File: config.mk
export PLATFORM = sky130hd
export DESIGN_NAME = burst_engine_top
export DESIGN_NICKNAME = d
export VERILOG_FILES = /design/src/source/axi_burst_pkg.sv /design/src/source/wb_pkg.sv /design/src/source/axi_gen_addr.sv /design/src/source/burst_beat_seq.sv /design/src/source/burst_cmd_regs.sv /design/src/source/burst_engine_top.sv
export SDC_FILE = /design/constraint.sdc
export NUM_CORES = 1
export LEC_CHECK = 0
export BUFFER_PORTS_ARGS = -buffer_cell sky130_fd_sc_hd__buf_2
export CORE_AREA = 4 4 180 182
export CTS_CLUSTER_SIZE = 20
export DETAILED_ROUTE_END_ITERATION = 16
export DIE_AREA = 0 0 184 186
export GPL_ROUTABILITY_DRIVEN = 1
export MAX_ROUTING_LAYER = met4
export PLACE_DENSITY = 0.8
export SLEW_MARGIN = 15
export SYNTH_ARGS = -nofsm -noshare
export SYNTH_HDL_FRONTEND = slang
export SYNTH_SLANG_ARGS = --single-unit
File: constraint.sdc
create_clock -name clk -period 8.5 [get_ports clk]
set_clock_uncertainty 0.2 [all_clocks]
set_input_delay 0.425 -clock clk [delete_from_list [all_inputs] [get_ports clk]]
set_output_delay 0.425 -clock clk [all_outputs]
set_load 0.02 [all_outputs]
File: src/source/axi_burst_pkg.sv
/*
 * AXI-style burst description types shared by the burst engine.
 * Holds the default widths, the burst type encoding and the packed
 * command that the register file hands to the beat sequencer.
 */

`default_nettype none

package axi_burst_pkg;

    // Default widths, picked up by the top level parameters
    parameter int ADDR_W = 32;
    parameter int DATA_W = 32;
    parameter int LEN_W  = 8;

    // Byte address
    typedef logic [ADDR_W-1:0] addr_t;

    // Beat count minus one
    typedef logic [LEN_W-1:0] len_t;

    // Log2 of bytes per beat
    typedef logic [2:0] size_t;

    // Burst type, AXI encoding
    // Code 3 is reserved and behaves as INCR
    typedef enum logic [1:0] {
        BURST_FIXED = 2'b00,
        BURST_INCR  = 2'b01,
        BURST_WRAP  = 2'b10
    } burst_e;

    // One complete burst request
    typedef struct packed {
        addr_t  addr;
        len_t   len;
        size_t  size;
        burst_e burst;
        logic   write;
    } burst_cmd_t;

endpackage : axi_burst_pkg

`default_nettype wire

File: src/source/wb_pkg.sv
/*
 * Wishbone classic request and response structs.
 * Used unchanged on the host register port and the memory master port.
 */

`default_nettype none

package wb_pkg;

    // Data word and its byte lanes
    typedef logic [axi_burst_pkg::DATA_W-1:0]   data_t;
    typedef logic [axi_burst_pkg::DATA_W/8-1:0] sel_t;

    // Master to slave
    typedef struct packed {
        logic                 cyc;
        logic                 stb;
        logic                 we;
        axi_burst_pkg::addr_t adr;
        data_t                dat;
        sel_t                 sel;
    } wb_req_t;

    // Slave to master
    typedef struct packed {
        logic  ack;
        data_t dat;
    } wb_rsp_t;

endpackage : wb_pkg

`default_nettype wire
File: src/source/axi_gen_addr.sv
/*
 * Next-beat address generator for FIXED, INCR and WRAP bursts.
 * Purely combinational. Feed it the current beat address and read back
 * the next beat address and the same address aligned to the output word.
 */

`timescale 1ns/1ps
`default_nettype none

module axi_gen_addr #(
    parameter int AW  = 32,
    parameter int DW  = 32,
    parameter int ODW = 32,
    parameter int LEN = 8
) (
    input  logic [AW-1:0]         curr_addr,
    input  axi_burst_pkg::size_t  size,
    input  axi_burst_pkg::burst_e burst,
    input  logic [LEN-1:0]        len,
    output logic [AW-1:0]         next_addr,
    output logic [AW-1:0]         next_addr_align
);
    import axi_burst_pkg::*;

    localparam int ODWBYTES = ODW / 8;

    logic [AW-1:0] incr_raw;
    logic [AW-1:0] incr;
    logic [AW-1:0] wrap_mask;
    logic [AW-1:0] incr_align;
    logic [AW-1:0] wrap_addr;
    logic [AW-1:0] word_mask;

    always_comb begin
        // Bytes per beat
        incr_raw = AW'(1) << size;
        incr     = incr_raw;
        // Narrow output port caps the step
        if (DW != ODW && incr_raw > AW'(ODWBYTES)) begin
            incr = AW'(ODWBYTES);
        end

        // Block of beats * bytes, power of two for legal wraps
        wrap_mask = ((AW'(len) + AW'(1)) << size) - AW'(1);

        // Step then snap to the beat size
        incr_align = (curr_addr + incr) & ~(incr - AW'(1));

        // Upper bits from current block, lower bits from stepped addr
        wrap_addr = (curr_addr & ~wrap_mask) | (incr_align & wrap_mask);
    end

    always_comb begin
        case (burst)
            BURST_FIXED: next_addr = curr_addr;
            BURST_INCR:  next_addr = curr_addr + incr;
            BURST_WRAP:  next_addr = wrap_addr;
            // Reserved code
            default:     next_addr = curr_addr + incr;
        endcase
    end

    // Output word alignment
    assign word_mask       = AW'(ODWBYTES - 1);
    assign next_addr_align = next_addr & ~word_mask;

endmodule : axi_gen_addr

`default_nettype wire

File: src/source/burst_beat_seq.sv
/*
 * Beat sequencer of the burst engine.
 * Latches a command on start and runs one Wishbone classic transfer per
 * beat on the memory port, stepping the address with axi_gen_addr.
 */

`timescale 1ns/1ps
`default_nettype none

module burst_beat_seq #(
    parameter int AW  = axi_burst_pkg::ADDR_W,
    parameter int DW  = axi_burst_pkg::DATA_W,
    parameter int ODW = axi_burst_pkg::DATA_W,
    parameter int LEN = axi_burst_pkg::LEN_W
) (
    input  logic                      clk,
    input  logic                      rst_n,
    input  axi_burst_pkg::burst_cmd_t cmd,
    input  wb_pkg::data_t             pattern,
    input  logic                      start,
    output wb_pkg::wb_req_t           mem_req,
    input  wb_pkg::wb_rsp_t           mem_rsp,
    output logic                      busy,
    output logic                      beat_done,
    output wb_pkg::data_t             rd_data
);
    import axi_burst_pkg::*;
    import wb_pkg::*;

    localparam int ODWBYTES = ODW / 8;
    localparam int SELW     = DW / 8;

    typedef enum logic [1:0] {
        SEQ_IDLE,
        SEQ_REQ,
        SEQ_GAP
    } seq_state_e;

    seq_state_e     state_q;
    logic [LEN-1:0] beat_idx_q;

    // Latched burst
    logic [AW-1:0]  beat_addr_q;
    logic [AW-1:0]  adr_q;
    logic [LEN-1:0] len_q;
    size_t          size_q;
    burst_e         burst_q;
    logic           we_q;
    data_t          pattern_q;

    logic [AW-1:0]  next_addr;
    logic [AW-1:0]  next_addr_align;
    logic [AW-1:0]  align_mask;
    logic [AW-1:0]  start_align;
    logic [AW-1:0]  beat_bytes;
    logic [AW-1:0]  lane_off;
    logic [AW-1:0]  lane_end;
    sel_t           sel_c;
    logic           ack_beat;
    logic           last_beat;

    axi_gen_addr #(
        .AW  (AW),
        .DW  (DW),
        .ODW (ODW),
        .LEN (LEN)
    ) u_gen_addr (
        .curr_addr       (beat_addr_q),
        .size            (size_q),
        .burst           (burst_q),
        .len             (len_q),
        .next_addr       (next_addr),
        .next_addr_align (next_addr_align)
    );

    // First beat aligned here
    assign align_mask  = AW'(ODWBYTES - 1);
    assign start_align = AW'(cmd.addr) & ~align_mask;

    assign ack_beat  = (state_q == SEQ_REQ) && mem_rsp.ack;
    assign last_beat = (beat_idx_q == len_q);

    always_ff @(posedge clk or negedge rst_n) begin
        if (!rst_n) begin
            state_q    <= SEQ_IDLE;
            beat_idx_q <= '0;
        end else begin
            case (state_q)
                SEQ_IDLE: begin
                    if (start) begin
                        state_q    <= SEQ_REQ;
                        beat_idx_q <= '0;
                    end
                end
                SEQ_REQ: begin
                    // Hold the request until the memory acks
                    if (mem_rsp.ack) begin
                        if (last_beat) begin
                            state_q <= SEQ_IDLE;
                        end else begin
                            state_q    <= SEQ_GAP;
                            beat_idx_q <= beat_idx_q + 1'b1;
                        end
                    end
                end
                // One idle cycle between beats
                SEQ_GAP: state_q <= SEQ_REQ;
                default: state_q <= SEQ_IDLE;
            endcase
        end
    end

    always_ff @(posedge clk) begin
        if (state_q == SEQ_IDLE && start) begin
            beat_addr_q <= AW'(cmd.addr);
            adr_q       <= start_align;
            len_q       <= LEN'(cmd.len);
            size_q      <= cmd.size;
            burst_q     <= cmd.burst;
            we_q        <= cmd.write;
            pattern_q   <= pattern;
        end else if (ack_beat) begin
            beat_addr_q <= next_addr;
            adr_q       <= next_addr_align;
        end
    end

    // Lanes from the beat address to the end of its size container
    always_comb begin
        beat_bytes = AW'(1) << size_q;
        lane_off   = beat_addr_q & align_mask;
        lane_end   = (lane_off & ~(beat_bytes - AW'(1))) + beat_bytes;
        for (int i = 0; i < SELW; i++) begin
            sel_c[i] = (i < ODWBYTES) && (AW'(i) >= lane_off) && (AW'(i) < lane_end);
        end
    end

    always_comb begin
        mem_req.cyc = (state_q == SEQ_REQ);
        mem_req.stb = (state_q == SEQ_REQ);
        mem_req.we  = we_q;
        mem_req.adr = addr_t'(adr_q);
        // Pattern plus beat index
        mem_req.dat = pattern_q + data_t'(beat_idx_q);
        mem_req.sel = sel_c;
    end

    assign busy      = (state_q != SEQ_IDLE);
    assign beat_done = ack_beat;
    // Zero on write beats so the checksum only sees reads
    assign rd_data   = (ack_beat && !we_q) ? mem_rsp.dat : '0;

endmodule : burst_beat_seq

`default_nettype wire

File: src/source/burst_cmd_regs.sv
/*
 * Host-facing Wishbone classic register file of the burst engine.
 * Holds ADDR, CTRL and PATTERN, checks GO requests, and keeps status,
 * the completed beat count and the read checksum.
 */

`timescale 1ns/1ps
`default_nettype none

module burst_cmd_regs #(
    parameter int AW  = axi_burst_pkg::ADDR_W,
    parameter int DW  = axi_burst_pkg::DATA_W,
    parameter int LEN = axi_burst_pkg::LEN_W
) (
    input  logic                      clk,
    input  logic                      rst_n,
    input  wb_pkg::wb_req_t           host_req,
    output wb_pkg::wb_rsp_t           host_rsp,
    output axi_burst_pkg::burst_cmd_t cmd,
    output wb_pkg::data_t             pattern,
    output logic                      start,
    input  logic                      busy,
    input  logic                      beat_done,
    input  wb_pkg::data_t             rd_data
);
    import axi_burst_pkg::*;
    import wb_pkg::*;

    // Word offsets
    localparam logic [2:0] OFF_ADDR    = 3'd0;
    localparam logic [2:0] OFF_CTRL    = 3'd1;
    localparam logic [2:0] OFF_PATTERN = 3'd2;
    localparam logic [2:0] OFF_GO      = 3'd3;
    localparam logic [2:0] OFF_CSUM    = 3'd4;

    logic [AW-1:0]  addr_q;
    logic [LEN-1:0] len_q;
    size_t          size_q;
    burst_e         burst_q;
    logic           write_q;
    data_t          pattern_q;
    logic           err_q;
    logic [LEN:0]   beat_cnt_q;
    logic [DW-1:0]  csum_q;
    logic           ack_q;
    data_t          rdat_q;
    logic           go_pend_q;
    logic           start_q;

    logic           req_hit;
    logic [2:0]     woff;
    logic           engaged;
    logic           wrap_ok;
    logic           go_wr;
    logic           clr_wr;
    data_t          rd_mux;

    // New access, not the cycle already acked
    assign req_hit = host_req.cyc && host_req.stb && !ack_q;
    assign woff    = host_req.adr[4:2];

    // Busy from GO until the sequencer drops busy
    assign engaged = busy || go_pend_q || start_q;

    // WRAP needs 2, 4, 8 or 16 beats
    assign wrap_ok = (burst_q != BURST_WRAP) ||
                     (len_q == LEN'(1)) || (len_q == LEN'(3)) ||
                     (len_q == LEN'(7)) || (len_q == LEN'(15));

    // Bit 1 set means clear error, otherwise a start request
    assign go_wr  = req_hit && host_req.we && (woff == OFF_GO) && !host_req.dat[1];
    assign clr_wr = req_hit && host_req.we && (woff == OFF_GO) && host_req.dat[1];

    always_comb begin
        rd_mux = '0;
        case (woff)
            OFF_ADDR:    rd_mux = data_t'(addr_q);
            OFF_CTRL: begin
                rd_mux[7:0]   = 8'(len_q);
                rd_mux[10:8]  = size_q;
                rd_mux[13:12] = burst_q;
                rd_mux[16]    = write_q;
            end
            OFF_PATTERN: rd_mux = pattern_q;
            OFF_GO: begin
                rd_mux[0]    = engaged;
                rd_mux[1]    = err_q;
                rd_mux[15:8] = 8'(beat_cnt_q);
            end
            OFF_CSUM:    rd_mux = data_t'(csum_q);
            default:     rd_mux = '0;
        endcase
    end

    always_ff @(posedge clk or negedge rst_n) begin
        if (!rst_n) begin
            ack_q      <= 1'b0;
            go_pend_q  <= 1'b0;
            start_q    <= 1'b0;
            err_q      <= 1'b0;
            beat_cnt_q <= '0;
            csum_q     <= '0;
            addr_q     <= '0;
            len_q      <= '0;
            size_q     <= 3'd2;
            burst_q    <= BURST_INCR;
            write_q    <= 1'b0;
            pattern_q  <= '0;
        end else begin
            ack_q <= req_hit;

            // GO accepted one cycle, start pulse the next
            go_pend_q <= go_wr && !engaged && wrap_ok;
            start_q   <= go_pend_q;

            // Sticky until cleared by the host
            if (clr_wr) begin
                err_q <= 1'b0;
            end else if (go_wr && (engaged || !wrap_ok)) begin
                err_q <= 1'b1;
            end

            // Per-burst counters
            if (go_pend_q) begin
                beat_cnt_q <= '0;
                csum_q     <= '0;
            end else if (beat_done) begin
                beat_cnt_q <= beat_cnt_q + 1'b1;
                // Zero on write beats
                csum_q     <= csum_q + DW'(rd_data);
            end

            if (req_hit && host_req.we) begin
                case (woff)
                    OFF_ADDR:    addr_q <= AW'(host_req.dat);
                    OFF_CTRL: begin
                        len_q   <= LEN'(host_req.dat[7:0]);
                        size_q  <= host_req.dat[10:8];
                        burst_q <= burst_e'(host_req.dat[13:12]);
                        write_q <= host_req.dat[16];
                    end
                    OFF_PATTERN: pattern_q <= host_req.dat;
                    default: ;
                endcase
            end
        end
    end

    // Read data captured with the request
    always_ff @(posedge clk) begin
        if (req_hit && !host_req.we) begin
            rdat_q <= rd_mux;
        end
    end

    assign host_rsp.ack = ack_q;
    assign host_rsp.dat = rdat_q;

    assign cmd = '{addr: addr_t'(addr_q), len: len_t'(len_q), size: size_q,
                   burst: burst_q, write: write_q};
    assign pattern = pattern_q;
    assign start   = start_q;

endmodule : burst_cmd_regs

`default_nettype wire

File: src/source/burst_engine_top.sv
/*
 * Burst memory engine top level.
 * Host programs bursts through the Wishbone slave port, and the engine
 * replays them as single Wishbone classic transfers on the memory port.
 */

`timescale 1ns/1ps
`default_nettype none

module burst_engine_top #(
    parameter int AW  = axi_burst_pkg::ADDR_W,
    parameter int DW  = axi_burst_pkg::DATA_W,
    parameter int ODW = axi_burst_pkg::DATA_W,
    parameter int LEN = axi_burst_pkg::LEN_W
) (
    input  logic            clk,
    input  logic            rst_n,
    input  wb_pkg::wb_req_t host_req,
    output wb_pkg::wb_rsp_t host_rsp,
    output wb_pkg::wb_req_t mem_req,
    input  wb_pkg::wb_rsp_t mem_rsp
);
    import axi_burst_pkg::*;
    import wb_pkg::*;

    // Register file to sequencer
    burst_cmd_t cmd;
    data_t      pattern;
    logic       start;

    // Sequencer back to register file
    logic       busy;
    logic       beat_done;
    data_t      rd_data;

    burst_cmd_regs #(
        .AW  (AW),
        .DW  (DW),
        .LEN (LEN)
    ) u_regs (
        .clk       (clk),
        .rst_n     (rst_n),
        .host_req  (host_req),
        .host_rsp  (host_rsp),
        .cmd       (cmd),
        .pattern   (pattern),
        .start     (start),
        .busy      (busy),
        .beat_done (beat_done),
        .rd_data   (rd_data)
    );

    burst_beat_seq #(
        .AW  (AW),
        .DW  (DW),
        .ODW (ODW),
        .LEN (LEN)
    ) u_seq (
        .clk       (clk),
        .rst_n     (rst_n),
        .cmd       (cmd),
        .pattern   (pattern),
        .start     (start),
        .mem_req   (mem_req),
        .mem_rsp   (mem_rsp),
        .busy      (busy),
        .beat_done (beat_done),
        .rd_data   (rd_data)
    );

endmodule : burst_engine_top

`default_nettype wire

==> metrics, run 1 <==
status completed; Max Cap Violations 0; Synth cell types 82; wire per inst 21.0 um; Total Neg Setup Slack 0 ns; worst hold-check path type input pin to register; PostCTS Resize Cnt 0; nets 1925; Worst EP required roughly 8 ns; Crit path top cell by count o21ai_0; fin crit period about 5.0 ns; GRT Overall Usage 26.6%; HP Start host_req[20]; vias per inst 6.19; Die Wd 184 um; post-route ant nets 0; row cnt 64; Ys Warns 0; gr ovfl total 0; setup repair after global routing missed its margin false; Critical Path End Type primary output; type of origin of the critical path register; CTS root buffer clkbuf_16; crit share post-route 59.4%; Starting Density 50.7%; RR Endpoint u_regs.csum_q[29]; Post-Synth Adder-Cell Area 4.90%; DRC errors left 0; post-synthesis mux area share 9.01%; Rel. slew slack between 30% and 40%; Reg clk slew, reported paths 0.07 ns; clk_lat worst skew approximately 0.52 ns; routability cong. 0.951; Synth area leader edfxtp_1; full die area 0.0342 sq mm; reg2reg path depth 15; Layout area overhead 13.8%; setup repair bufs after CTS 0; ratio of cells with drive above 1 in the final layout 19.4%; WHS Path Cells 2; hold slack final between 0.015 and 0.02 ns; first-pass detailed-route iteration total 6; crit path DAT 4.42 ns; critical path type register to primary output; worst-path cell chain ha_1 -> inv_1 -> fa_1 -> nor2b_1 -> o21ai_0 -> a21boi_0 -> o21ai_0 -> a21boi_0 -> o21ai_0 -> a211oi_1 -> nand3_1 -> xnor2_1 -> buf_2; Worst R2R Start u_seq.state_q[1]; Max Buffers Root-to-Sink 3; P_leak between 7 and 8 nW; port bufs 174; post-place instance area 0.0165 sq mm; synthesized flop and latch total 242; setup slack, reg-to-reg about 3.7 ns; final WL 45700 um; Cell Area, Synth ~0.016 sq mm; number of DRC markers in iteration 0 1422; Slew @ Worst Pin roughly 1.0 ns; Final Cell Area 0.0177 sq mm; Post-Synth XOR/XNOR Area under 10%; vias between 10000 and 15000; H-tree depth 1; CTS tree done; io pins 210; cts bufs inserted 25; Synth area leaders edfxtp_1, dfrtp_1, mux2_2, ha_1, a21oi_1; largest family of logic cells by synthesized area simple AND/OR/NAND/NOR gates; worst-path maximum fanout 6; count of final setup violators 0; PD cells 217 mW/mm^2; Final Hold Vio Count 0; clock sink total 242; initial antenna violation count 6; maximum VDD drop about 0.00017 V; top-count cell post-synth nand2_1; area share of and/or/nand/nor cells after synthesis between 10% and 20%; Synth Area in Compound Gates 14.4%; Post-synth top cells nand2_1, nor2_1, dfrtp_1; DP Wirelength 32300 um; number of flops mapped to enable cells by yosys 110; top cell type's share of synthesized area between 20% and 30%; synthesized instance count between 1500 and 2000; f_max 198 MHz; syn avg cell area 9.56 sq um; Die Span Y 186 um; vias in the first global route 12868; post-synthesis sequential area ratio 42.6%; Final Max Slew Viols 0; CP max stage cell a211oi_1; core region area 0.0306 sq mm; FILL cells 2533; CTS hold repair buffers 29; Hold Path End u_regs.pattern[16]; ys async rst share 54.5%; Max stage delay on crit path ~0.67 ns; ys flop type dfrtp_1; largest net degree at the start of global routing 80; first-pass GRT wire length 71200 um
per-layer routing:
layer / GRT usage, % / vias to the layer above / wire, um
li1: - / 6206 / -
met1: 36.2 / 6486 / 19200
met2: 41.8 / 719 / 21200
met3: 3.87 / 91 / 4030
met4: 8.04 / 0 / 1300
met5: - / - / 0
worst max path at each step:
stage                                   start           endpoint  slack [ns]
after CTS                 u_seq.beat_idx_q[0]        mem_req[22]        3.58
final                     u_seq.beat_idx_q[0]        mem_req[22]        3.45
after global placement       u_seq.state_q[1]  u_regs.csum_q[29]        3.84
after floorplan              u_seq.state_q[1]  u_regs.csum_q[29]        4.12
after global routing      u_seq.beat_idx_q[0]        mem_req[22]        3.20
after detailed placement     u_seq.state_q[1]  u_regs.csum_q[29]        3.77
registers in the layout, summed over array words and instances, names as in the netlist, 8 cells and up:
| register | cells |
|---|---|
| u_regs.pattern | 32 |
| u_seq.len_q | 8 |
| u_regs.beat_cnt_q | 8 |
| u_regs.rdat_q | 32 |
| u_seq.beat_idx_q | 8 |
| u_seq.adr_q | 30 |
| u_seq.pattern_q | 32 |
| u_regs.len_q | 8 |
| u_regs.csum_q | 32 |
| u_regs.addr_q | 32 |
power by group:
group	leakage, nW	internal, mW	switching, mW	total [mW]
sequential	2.72	1.45	0.254	1.70
clock	0.428	0.667	0.483	1.15
combinational	4.47	0.418	0.569	0.987
total	7.63	2.53	1.31	3.84
critical path: cells and delay by family (launching register included):
| kind | cells | cell delay [ns] |
|---|---|---|
| flip-flops | 1 | 0.48 |
| buffers and inverters | 2 | 0.30 |
| adder cells (fa/ha/maj) | 2 | 0.65 |
| AND/OR/NAND/NOR | 2 | 0.40 |
| XOR/XNOR | 1 | 0.34 |
| AO/OA/AOI/OAI | 6 | 1.73 |
layout make-up:
type                       count  area, sq um  area share (%)
antenna                        6         15.0          0.0850
clock buffer                  33          759            4.30
clock inverter                13          114           0.645
inverter                      44          166           0.943
multi-input combinational   1223         8170            46.3
sequential                   242         6610            37.4
tap                          396          495            2.81
timing repair buffer         224         1330            7.50
per-stage QoR:
step / std cells / setup WS, ns / util [%] / power [mW]
after global placement: 2100 / 3.84 / 53.9 / 2.60
after CTS: 2175 / 3.58 / 57.7 / 3.82
after floorplan: 1624 / 4.12 / - / 2.36
after global routing: 2181 / 3.20 / 57.7 / 4.03
after detailed placement: 2100 / 3.77 / 53.9 / 2.66
final: 2181 / 3.45 / 57.7 / 3.84
kinds of logic (layout without fill, tap and decap cells):
group                      after synthesis  in the layout
adders and majority gates               59             59
AOI/OAI and AO/OA                      346            346
muxes                                  129            129
buffers and inverters                  159            314
xor gates and xnor gates                94             94
and+or+nand+nor                        593            593
other                                    1              8
DFF                                    242            242
placed cells by master, fill, tap and decap left out, drive strengths merged, types with 9 or more instances in the layout:
cell type / count
dlygate4sd3: 29
nor2: 141
a21o: 15
nor3: 40
a211o: 9
dfrtp: 130
ha: 56
a31oi: 12
nand4: 39
mux2: 83
nor2b: 10
mux2i: 46
a211oi: 15
xor2: 32
xnor2: 62
o21ai: 68
a21oi: 120
nor4: 16
o21bai: 9
and2: 44
inv: 44
edfxtp: 110
buf: 195
nand2b: 12
and3: 30
clkinv: 10
clkbuf: 33
nand3: 57
and4: 11
nand2: 156
Power figures use the tool's default switching activity.
==> run 2, diff against run 1 <==
==> constraint.sdc (replaced) <==
create_clock -name clk -period 5.2 [get_ports clk]
set_clock_uncertainty 0.2 [all_clocks]
set_input_delay 0.26 -clock clk [delete_from_list [all_inputs] [get_ports clk]]
set_output_delay 0.26 -clock clk [all_outputs]
set_load 0.02 [all_outputs]
==> run 2 against run 1 <==
Against the previous run: final area grew 0.56%; global-route usage grew 0.084 points; sequential share of layout area shrank 0.21 points; combinational power grew 63%; critical endpoint is now mem_req[18].
==> metrics, run 2 (synthesis gave the netlist of run 1 again) <==
ratio of cells with drive above 1 in the final layout 19.6% (+0.12 points); initial antenna violation count 2 (-4); Max Buffers Root-to-Sink 3 (unchanged); Reg clk slew, reported paths 0.07 ns (about the same); maximum VDD drop 0.000273 V (+63%); crit share post-route 91.6%; PD cells 346 mW/mm^2 (+59%); GRT Overall Usage 26.7% (+0.084 points); number of DRC markers in iteration 0 1424 (+0.14%); Crit path top cell by count o21ai_0; Top delay family on crit path compound AO/OA/AOI/OAI gates; fin crit period 4.76 ns; crit path DAT 4.30 ns (-0.12 ns); CP max stage cell a211oi_1; core region area 0.0306 sq mm (unchanged); first-pass detailed-route iteration total 6 (unchanged); first-pass GRT wire length 71200 um (about the same); Seq pwr share 45.2% (+0.9 points); Max Cap Violations 0 (unchanged); Final Max Slew Viols 0 (unchanged); total chip power 6.15 mW (+60%); final setup slack of the worst path 0.436 ns (-3.02 ns); CTS tree done; largest net degree at the start of global routing 86 (+7.5%); DRC errors left 0 (unchanged); io pins 210 (unchanged); post-route ant nets 0 (unchanged); vias per inst 6.08 (-1.8%); H-tree depth 1 (unchanged); leading cell type in the layout, fill and taps excluded buf_2; commonest non-fill, non-tap cells in the layout buf_2, nand2_1, nor2_1; worst-path cell chain ha_1 -> inv_1 -> fa_1 -> nor2b_1 -> o21ai_0 -> a21boi_0 -> o21ai_0 -> a21boi_0 -> o21ai_0 -> a211oi_1 -> nand2_1 -> xnor2_1 -> buf_2; cts bufs inserted 25 (unchanged); Total Neg Setup Slack 0 ns (unchanged); port bufs 174 (unchanged); P_leak 7.69 nW (+0.85%); status completed; vias 13369 (-0.99%); DP Wirelength 32700 um (+1.5%); vias in the first global route 12880 (+0.093%); row cnt 64 (unchanged); count of final setup violators 0 (unchanged); Max stage delay on crit path 0.68 ns (about the same); type of origin of the critical path register; Placement Setup Slack 0.710 ns (-3.06 ns); wire per inst 20.6 um (-2.0%); P_int 4.02 mW (+59%); f_max 210 MHz; Worst EP required 4.74 ns (-3.14 ns); worst hold-check path type input pin to register; setup repair after global routing missed its margin false; clock power share 28.7% (-1.3 points); nets 1945 (+1.0%); routability cong. 0.976 (+2.7%); Switch Pwr 2.12 mW (+63%); clock sink total 242 (unchanged); Final Hold Vio Count 0 (unchanged); full die area 0.0342 sq mm (unchanged); combinational power share 26.1% (+0.4 points); M1 GR Usage 37.1% (+0.90 points); final WL 45200 um (-1.2%); gr ovfl total 0 (unchanged); clk_lat worst skew 0.53 ns (about the same); Slew @ Worst Pin 1.04 ns (+0.0354 ns); global routing's busiest layer met2; CTS root buffer clkbuf_16; Die Span Y 186 um (unchanged); met2 Track Usage GR 42.4% (+0.60 points); worst-path maximum fanout 6 (unchanged); critical path type register to primary output; Die Wd 184 um (unchanged); Critical Path End Type primary output; setup repair bufs after CTS 0 (unchanged); Sw Ratio 34.5% (+0.50 points); Layout area overhead 14.4%; Rel. slew slack 29.9% (-2.9 points); met3 Track Usage GR 2.93% (-0.94 points); Starting Density 50.7% (unchanged); CP bufs+invs 2 (unchanged)
-- run 2: cell types whose count changed in the layout (fill, tap and decap cells not counted), sizes merged --
cell	change
clkinv	+3
buf	+10
bufinv	-1
clkbuf	-1
diode	-2
dlygate4sd3	+10
inv	+1
clkinvlp	-2
-- run 2: per-layer routing --
metal	share of wire (%)	routed length (um)
met5	0	0
met4	2.5	1120
met3	6.8	3050
met2	47	21100
met1	44	19900
-- run 2: timing repair --
item / 4_1_cts / 5_1_grt
gates resized for setup: 0 / 0
hold endpoints to repair: 174 / 0
hold buffers: 39 / 0
-- run 2: path summary, 6_finish.rpt --
check	start	to	slack, ns	depth (start not counted)
worst max-delay path	u_seq.beat_idx_q[0]	mem_req[18]	0.44	13
worst min-delay path	mem_rsp[0]	u_regs.csum_q[0]	0.07	5
worst max register to register	u_seq.state_q[1]	u_regs.csum_q[31]	0.70	16
worst min register to register	u_regs.go_pend_q	u_regs.start	0.24	0
max in group asynchronous	rst_n	u_regs.pattern[12]	3.54	3
min in group asynchronous	rst_n	u_regs.csum_q[0]	0.16	2
-- run 2: final cells by class --
cell class	instances	area, sq um
fillers	2574	12800
repair buffers	244	1500
flip-flops and latches	242	6610
inverters	44	166
clock buffers	32	704
multi-input cells	1223	8170
well taps	396	495
clock inverters	14	97.6
diodes	4	10.0
-- run 2: power by group through the flow --
stage / logic [mW] / registers [mW] / clock network (mW)
final: 1.61 / 2.78 / 1.76
after global routing: 1.79 / 2.82 / 1.86
after CTS: 1.60 / 2.75 / 1.77
after detailed placement: 1.56 / 2.79 / 0
after global placement: 1.51 / 2.77 / 0
after floorplan: 1.23 / 2.62 / 0
-- run 2: worst register-to-register path, stage by stage, from the launching register on --
cell,delay [ns]
dfrtp_1,0.41
nor2b_1,0.38
nand2_1,0.15
nor2_1,0.11
buf_4,0.28
and2_1,0.19
ha_1,0.21
a211oi_1,0.13
nor4_1,0.33
o41ai_1,0.15
buf_4,0.17
o221a_2,0.27
o21a_1,0.25
o21ai_0,0.40
nand4_1,0.20
or4_1,0.53
nand3_1,0.08
-- run 2: through the flow --
step	cells	cell area [sq um]	hold slack (ns)	util, %
finish	2199	17800	0.0653	58.0
global route	2197	17700	0.0862	58.0
CTS	2195	17700	0.0601	58.0
detailed placement	2110	16600	0.158	54.1
global placement	2110	16600	0.153	54.1
floorplan	1624	15500	-0.236	-
==> run 3, diff against run 2 <==
--- a/config.mk
+++ b/config.mk
@@ -6,13 +6,15 @@
 export NUM_CORES = 1
 export LEC_CHECK = 0
 export BUFFER_PORTS_ARGS = -buffer_cell sky130_fd_sc_hd__buf_2
-export CORE_AREA = 4 4 180 182
+export CELL_PAD_IN_SITES_DETAIL_PLACEMENT = 1
+export CELL_PAD_IN_SITES_GLOBAL_PLACEMENT = 2
+export CORE_AREA = 4 4 210 212
 export CTS_CLUSTER_SIZE = 20
 export DETAILED_ROUTE_END_ITERATION = 16
-export DIE_AREA = 0 0 184 186
+export DIE_AREA = 0 0 214 216
 export GPL_ROUTABILITY_DRIVEN = 1
 export MAX_ROUTING_LAYER = met4
-export PLACE_DENSITY = 0.8
+export PLACE_DENSITY = 0.9
 export SLEW_MARGIN = 15
 export SYNTH_ARGS = -nofsm -noshare
 export SYNTH_HDL_FRONTEND = slang
==> run 3 against run 2 <==
Against the previous run: final area is 1.5% higher; final cell count rose by 6.5%; non-clock buffer count down 2; via count hardly changed; sequential share of layout area is 0.54 points lower; critical path type unchanged; critical endpoint is now mem_req[34]; largest cell class unchanged; highest routed layer unchanged.
==> metrics, run 3 (synthesis gave the netlist of run 1 again) <==
Reg clk slew, reported paths 0.06 ns (about the same); Layout area overhead 16.1%; final setup slack of the worst path 0.236 ns (-0.200 ns); largest net degree at the start of global routing 103 (+20%); first-pass detailed-route iteration total 5 (-1); setup repair after global routing missed its margin false; Worst EP required 4.74 ns (about the same); H-tree depth 1 (unchanged); wire per inst 22.5 um (+9.3%); crit share post-route 95.5% (+3.8 points); first-pass GRT wire length 82600 um (+16%); gr ovfl total 0 (unchanged); FILL cells 4776 (+86%); clock sink total 242 (unchanged); Starting Density 37.0% (-14 points); fin util 42.9% (-15 points); nets 1945 (unchanged); routability cong. 0.920 (-5.8%); number of DRC markers in iteration 0 850 (-40%); hold slack final 0.0268 ns (-0.0385 ns); critical path type register to primary output; post-route ant nets 0 (unchanged); Final Max Slew Viols 0 (unchanged); Slew @ Worst Pin 0.974 ns (-0.0688 ns); row cnt 75 (+17%); worst-path maximum fanout 6 (unchanged); crit path DAT 4.50 ns (+0.20 ns); CTS root buffer clkbuf_16; Die Wd 214 um (+16%); leading cell type in the layout, fill and taps excluded buf_2; clk_lat worst skew 0.56 ns (+0.03 ns); f_max 201 MHz (-4.0%); Critical Path End Type primary output; PD cells 355 mW/mm^2 (+2.4%); total chip power 6.39 mW (+3.9%); vias per inst 5.70 (-6.2%); vias in the first global route 14112 (+9.6%); Final Hold Vio Count 0 (unchanged); ratio of cells with drive above 1 in the final layout 19.8% (+0.26 points); setup slack, reg-to-reg 0.55 ns (-0.15 ns); status completed; full die area 0.0462 sq mm (+35%); type of origin of the critical path register; count of final setup violators 0 (unchanged); DRC errors left 0 (unchanged); core region area 0.0419 sq mm (+37%); P_leak 7.71 nW (+0.32%); Total Neg Setup Slack 0 ns (unchanged); worst hold-check path type input pin to register; Max Buffers Root-to-Sink 3 (unchanged); CTS tree done; Max Cap Violations 0 (unchanged); io pins 210 (unchanged); cts bufs inserted 27 (+8.0%); Placement Setup Slack 0.573 ns (-0.137 ns); DP Wirelength 38400 um (+17%); maximum VDD drop 0.000294 V (+7.5%); commonest non-fill, non-tap cells in the layout buf_2, nand2_1, nor2_1; final WL 52600 um (+16%); Die Span Y 216 um (+16%); port bufs 174 (unchanged); initial antenna violation count 3 (+1); fin crit period 4.96 ns (+0.200 ns); vias 13361 (-0.060%); Rel. slew slack 35.1% (+5.2 points); GRT Overall Usage 22.8% (-3.9 points)
==> run 3: worst paths after layout <==
path                                      from           endpoint  depth (start not counted)
min                                 mem_rsp[0]   u_regs.csum_q[0]                          5
min reg2reg                     u_regs.write_q         u_seq.we_q                          0
max in group asynchronous                rst_n  u_regs.csum_q[31]                          3
max reg2reg                   u_seq.state_q[0]  u_regs.csum_q[31]                         17
min in group asynchronous                rst_n   u_regs.csum_q[1]                          2
max                        u_seq.beat_idx_q[0]        mem_req[34]                         13
==> run 3: cell type report <==
cell class	count	area (sq um)	share of cell area [%]
repair buffers	242	1500	8.31
diodes	3	7.51	0.0417
multi-input cells	1223	8180	45.4
well taps	539	674	3.74
clock inverters	19	183	1.01
inverters	44	166	0.924
clock buffers	31	701	3.89
flip-flops and latches	242	6610	36.7
==> run 3: critical path, cell delays in order, from the launching register on <==
cell      delay (ns)
dfrtp_1         0.50
ha_1            0.24
inv_1           0.06
fa_1            0.41
nor2b_1         0.13
o21ai_0         0.11
a21boi_0        0.31
o21ai_0         0.16
a21boi_0        0.26
o21ai_0         0.34
a2111o_1        0.62
nor3_1          0.33
xor2_1          0.27
buf_2           0.21
==> run 3: what timing repair did <==
action                                  4_1_cts  5_1_grt
buffers inserted                              0        0
hold buffers                                 39        0
resized for setup                             0        1
endpoints found under the setup margin        0        1
endpoints found under the hold margin       190        0
==> run 3: power by group <==
part / switching (mW) / leakage [nW] / internal, mW / total (mW)
registers: 0.428 / 2.72 / 2.37 / 2.79
clock network: 0.854 / 0.433 / 1.08 / 1.94
logic: 0.966 / 4.56 / 0.693 / 1.66
total: 2.25 / 7.71 / 4.14 / 6.39
==> run 3: routing by layer <==
metal	global-route usage [%]	up-vias	wire, um
li1	-	6223	-
met3	2.95	70	2300
met2	37.7	325	25400
met5	-	-	0
met4	5.86	0	1200
met1	29.9	6743	23800
==> run 3: stage by stage <==
stage / cells / instance area (sq um)
after floorplan: 1624 / 15500
after global routing: 2343 / 18000
final: 2343 / 18000
after CTS: 2340 / 18000
after global placement: 2251 / 16700
after detailed placement: 2251 / 16700
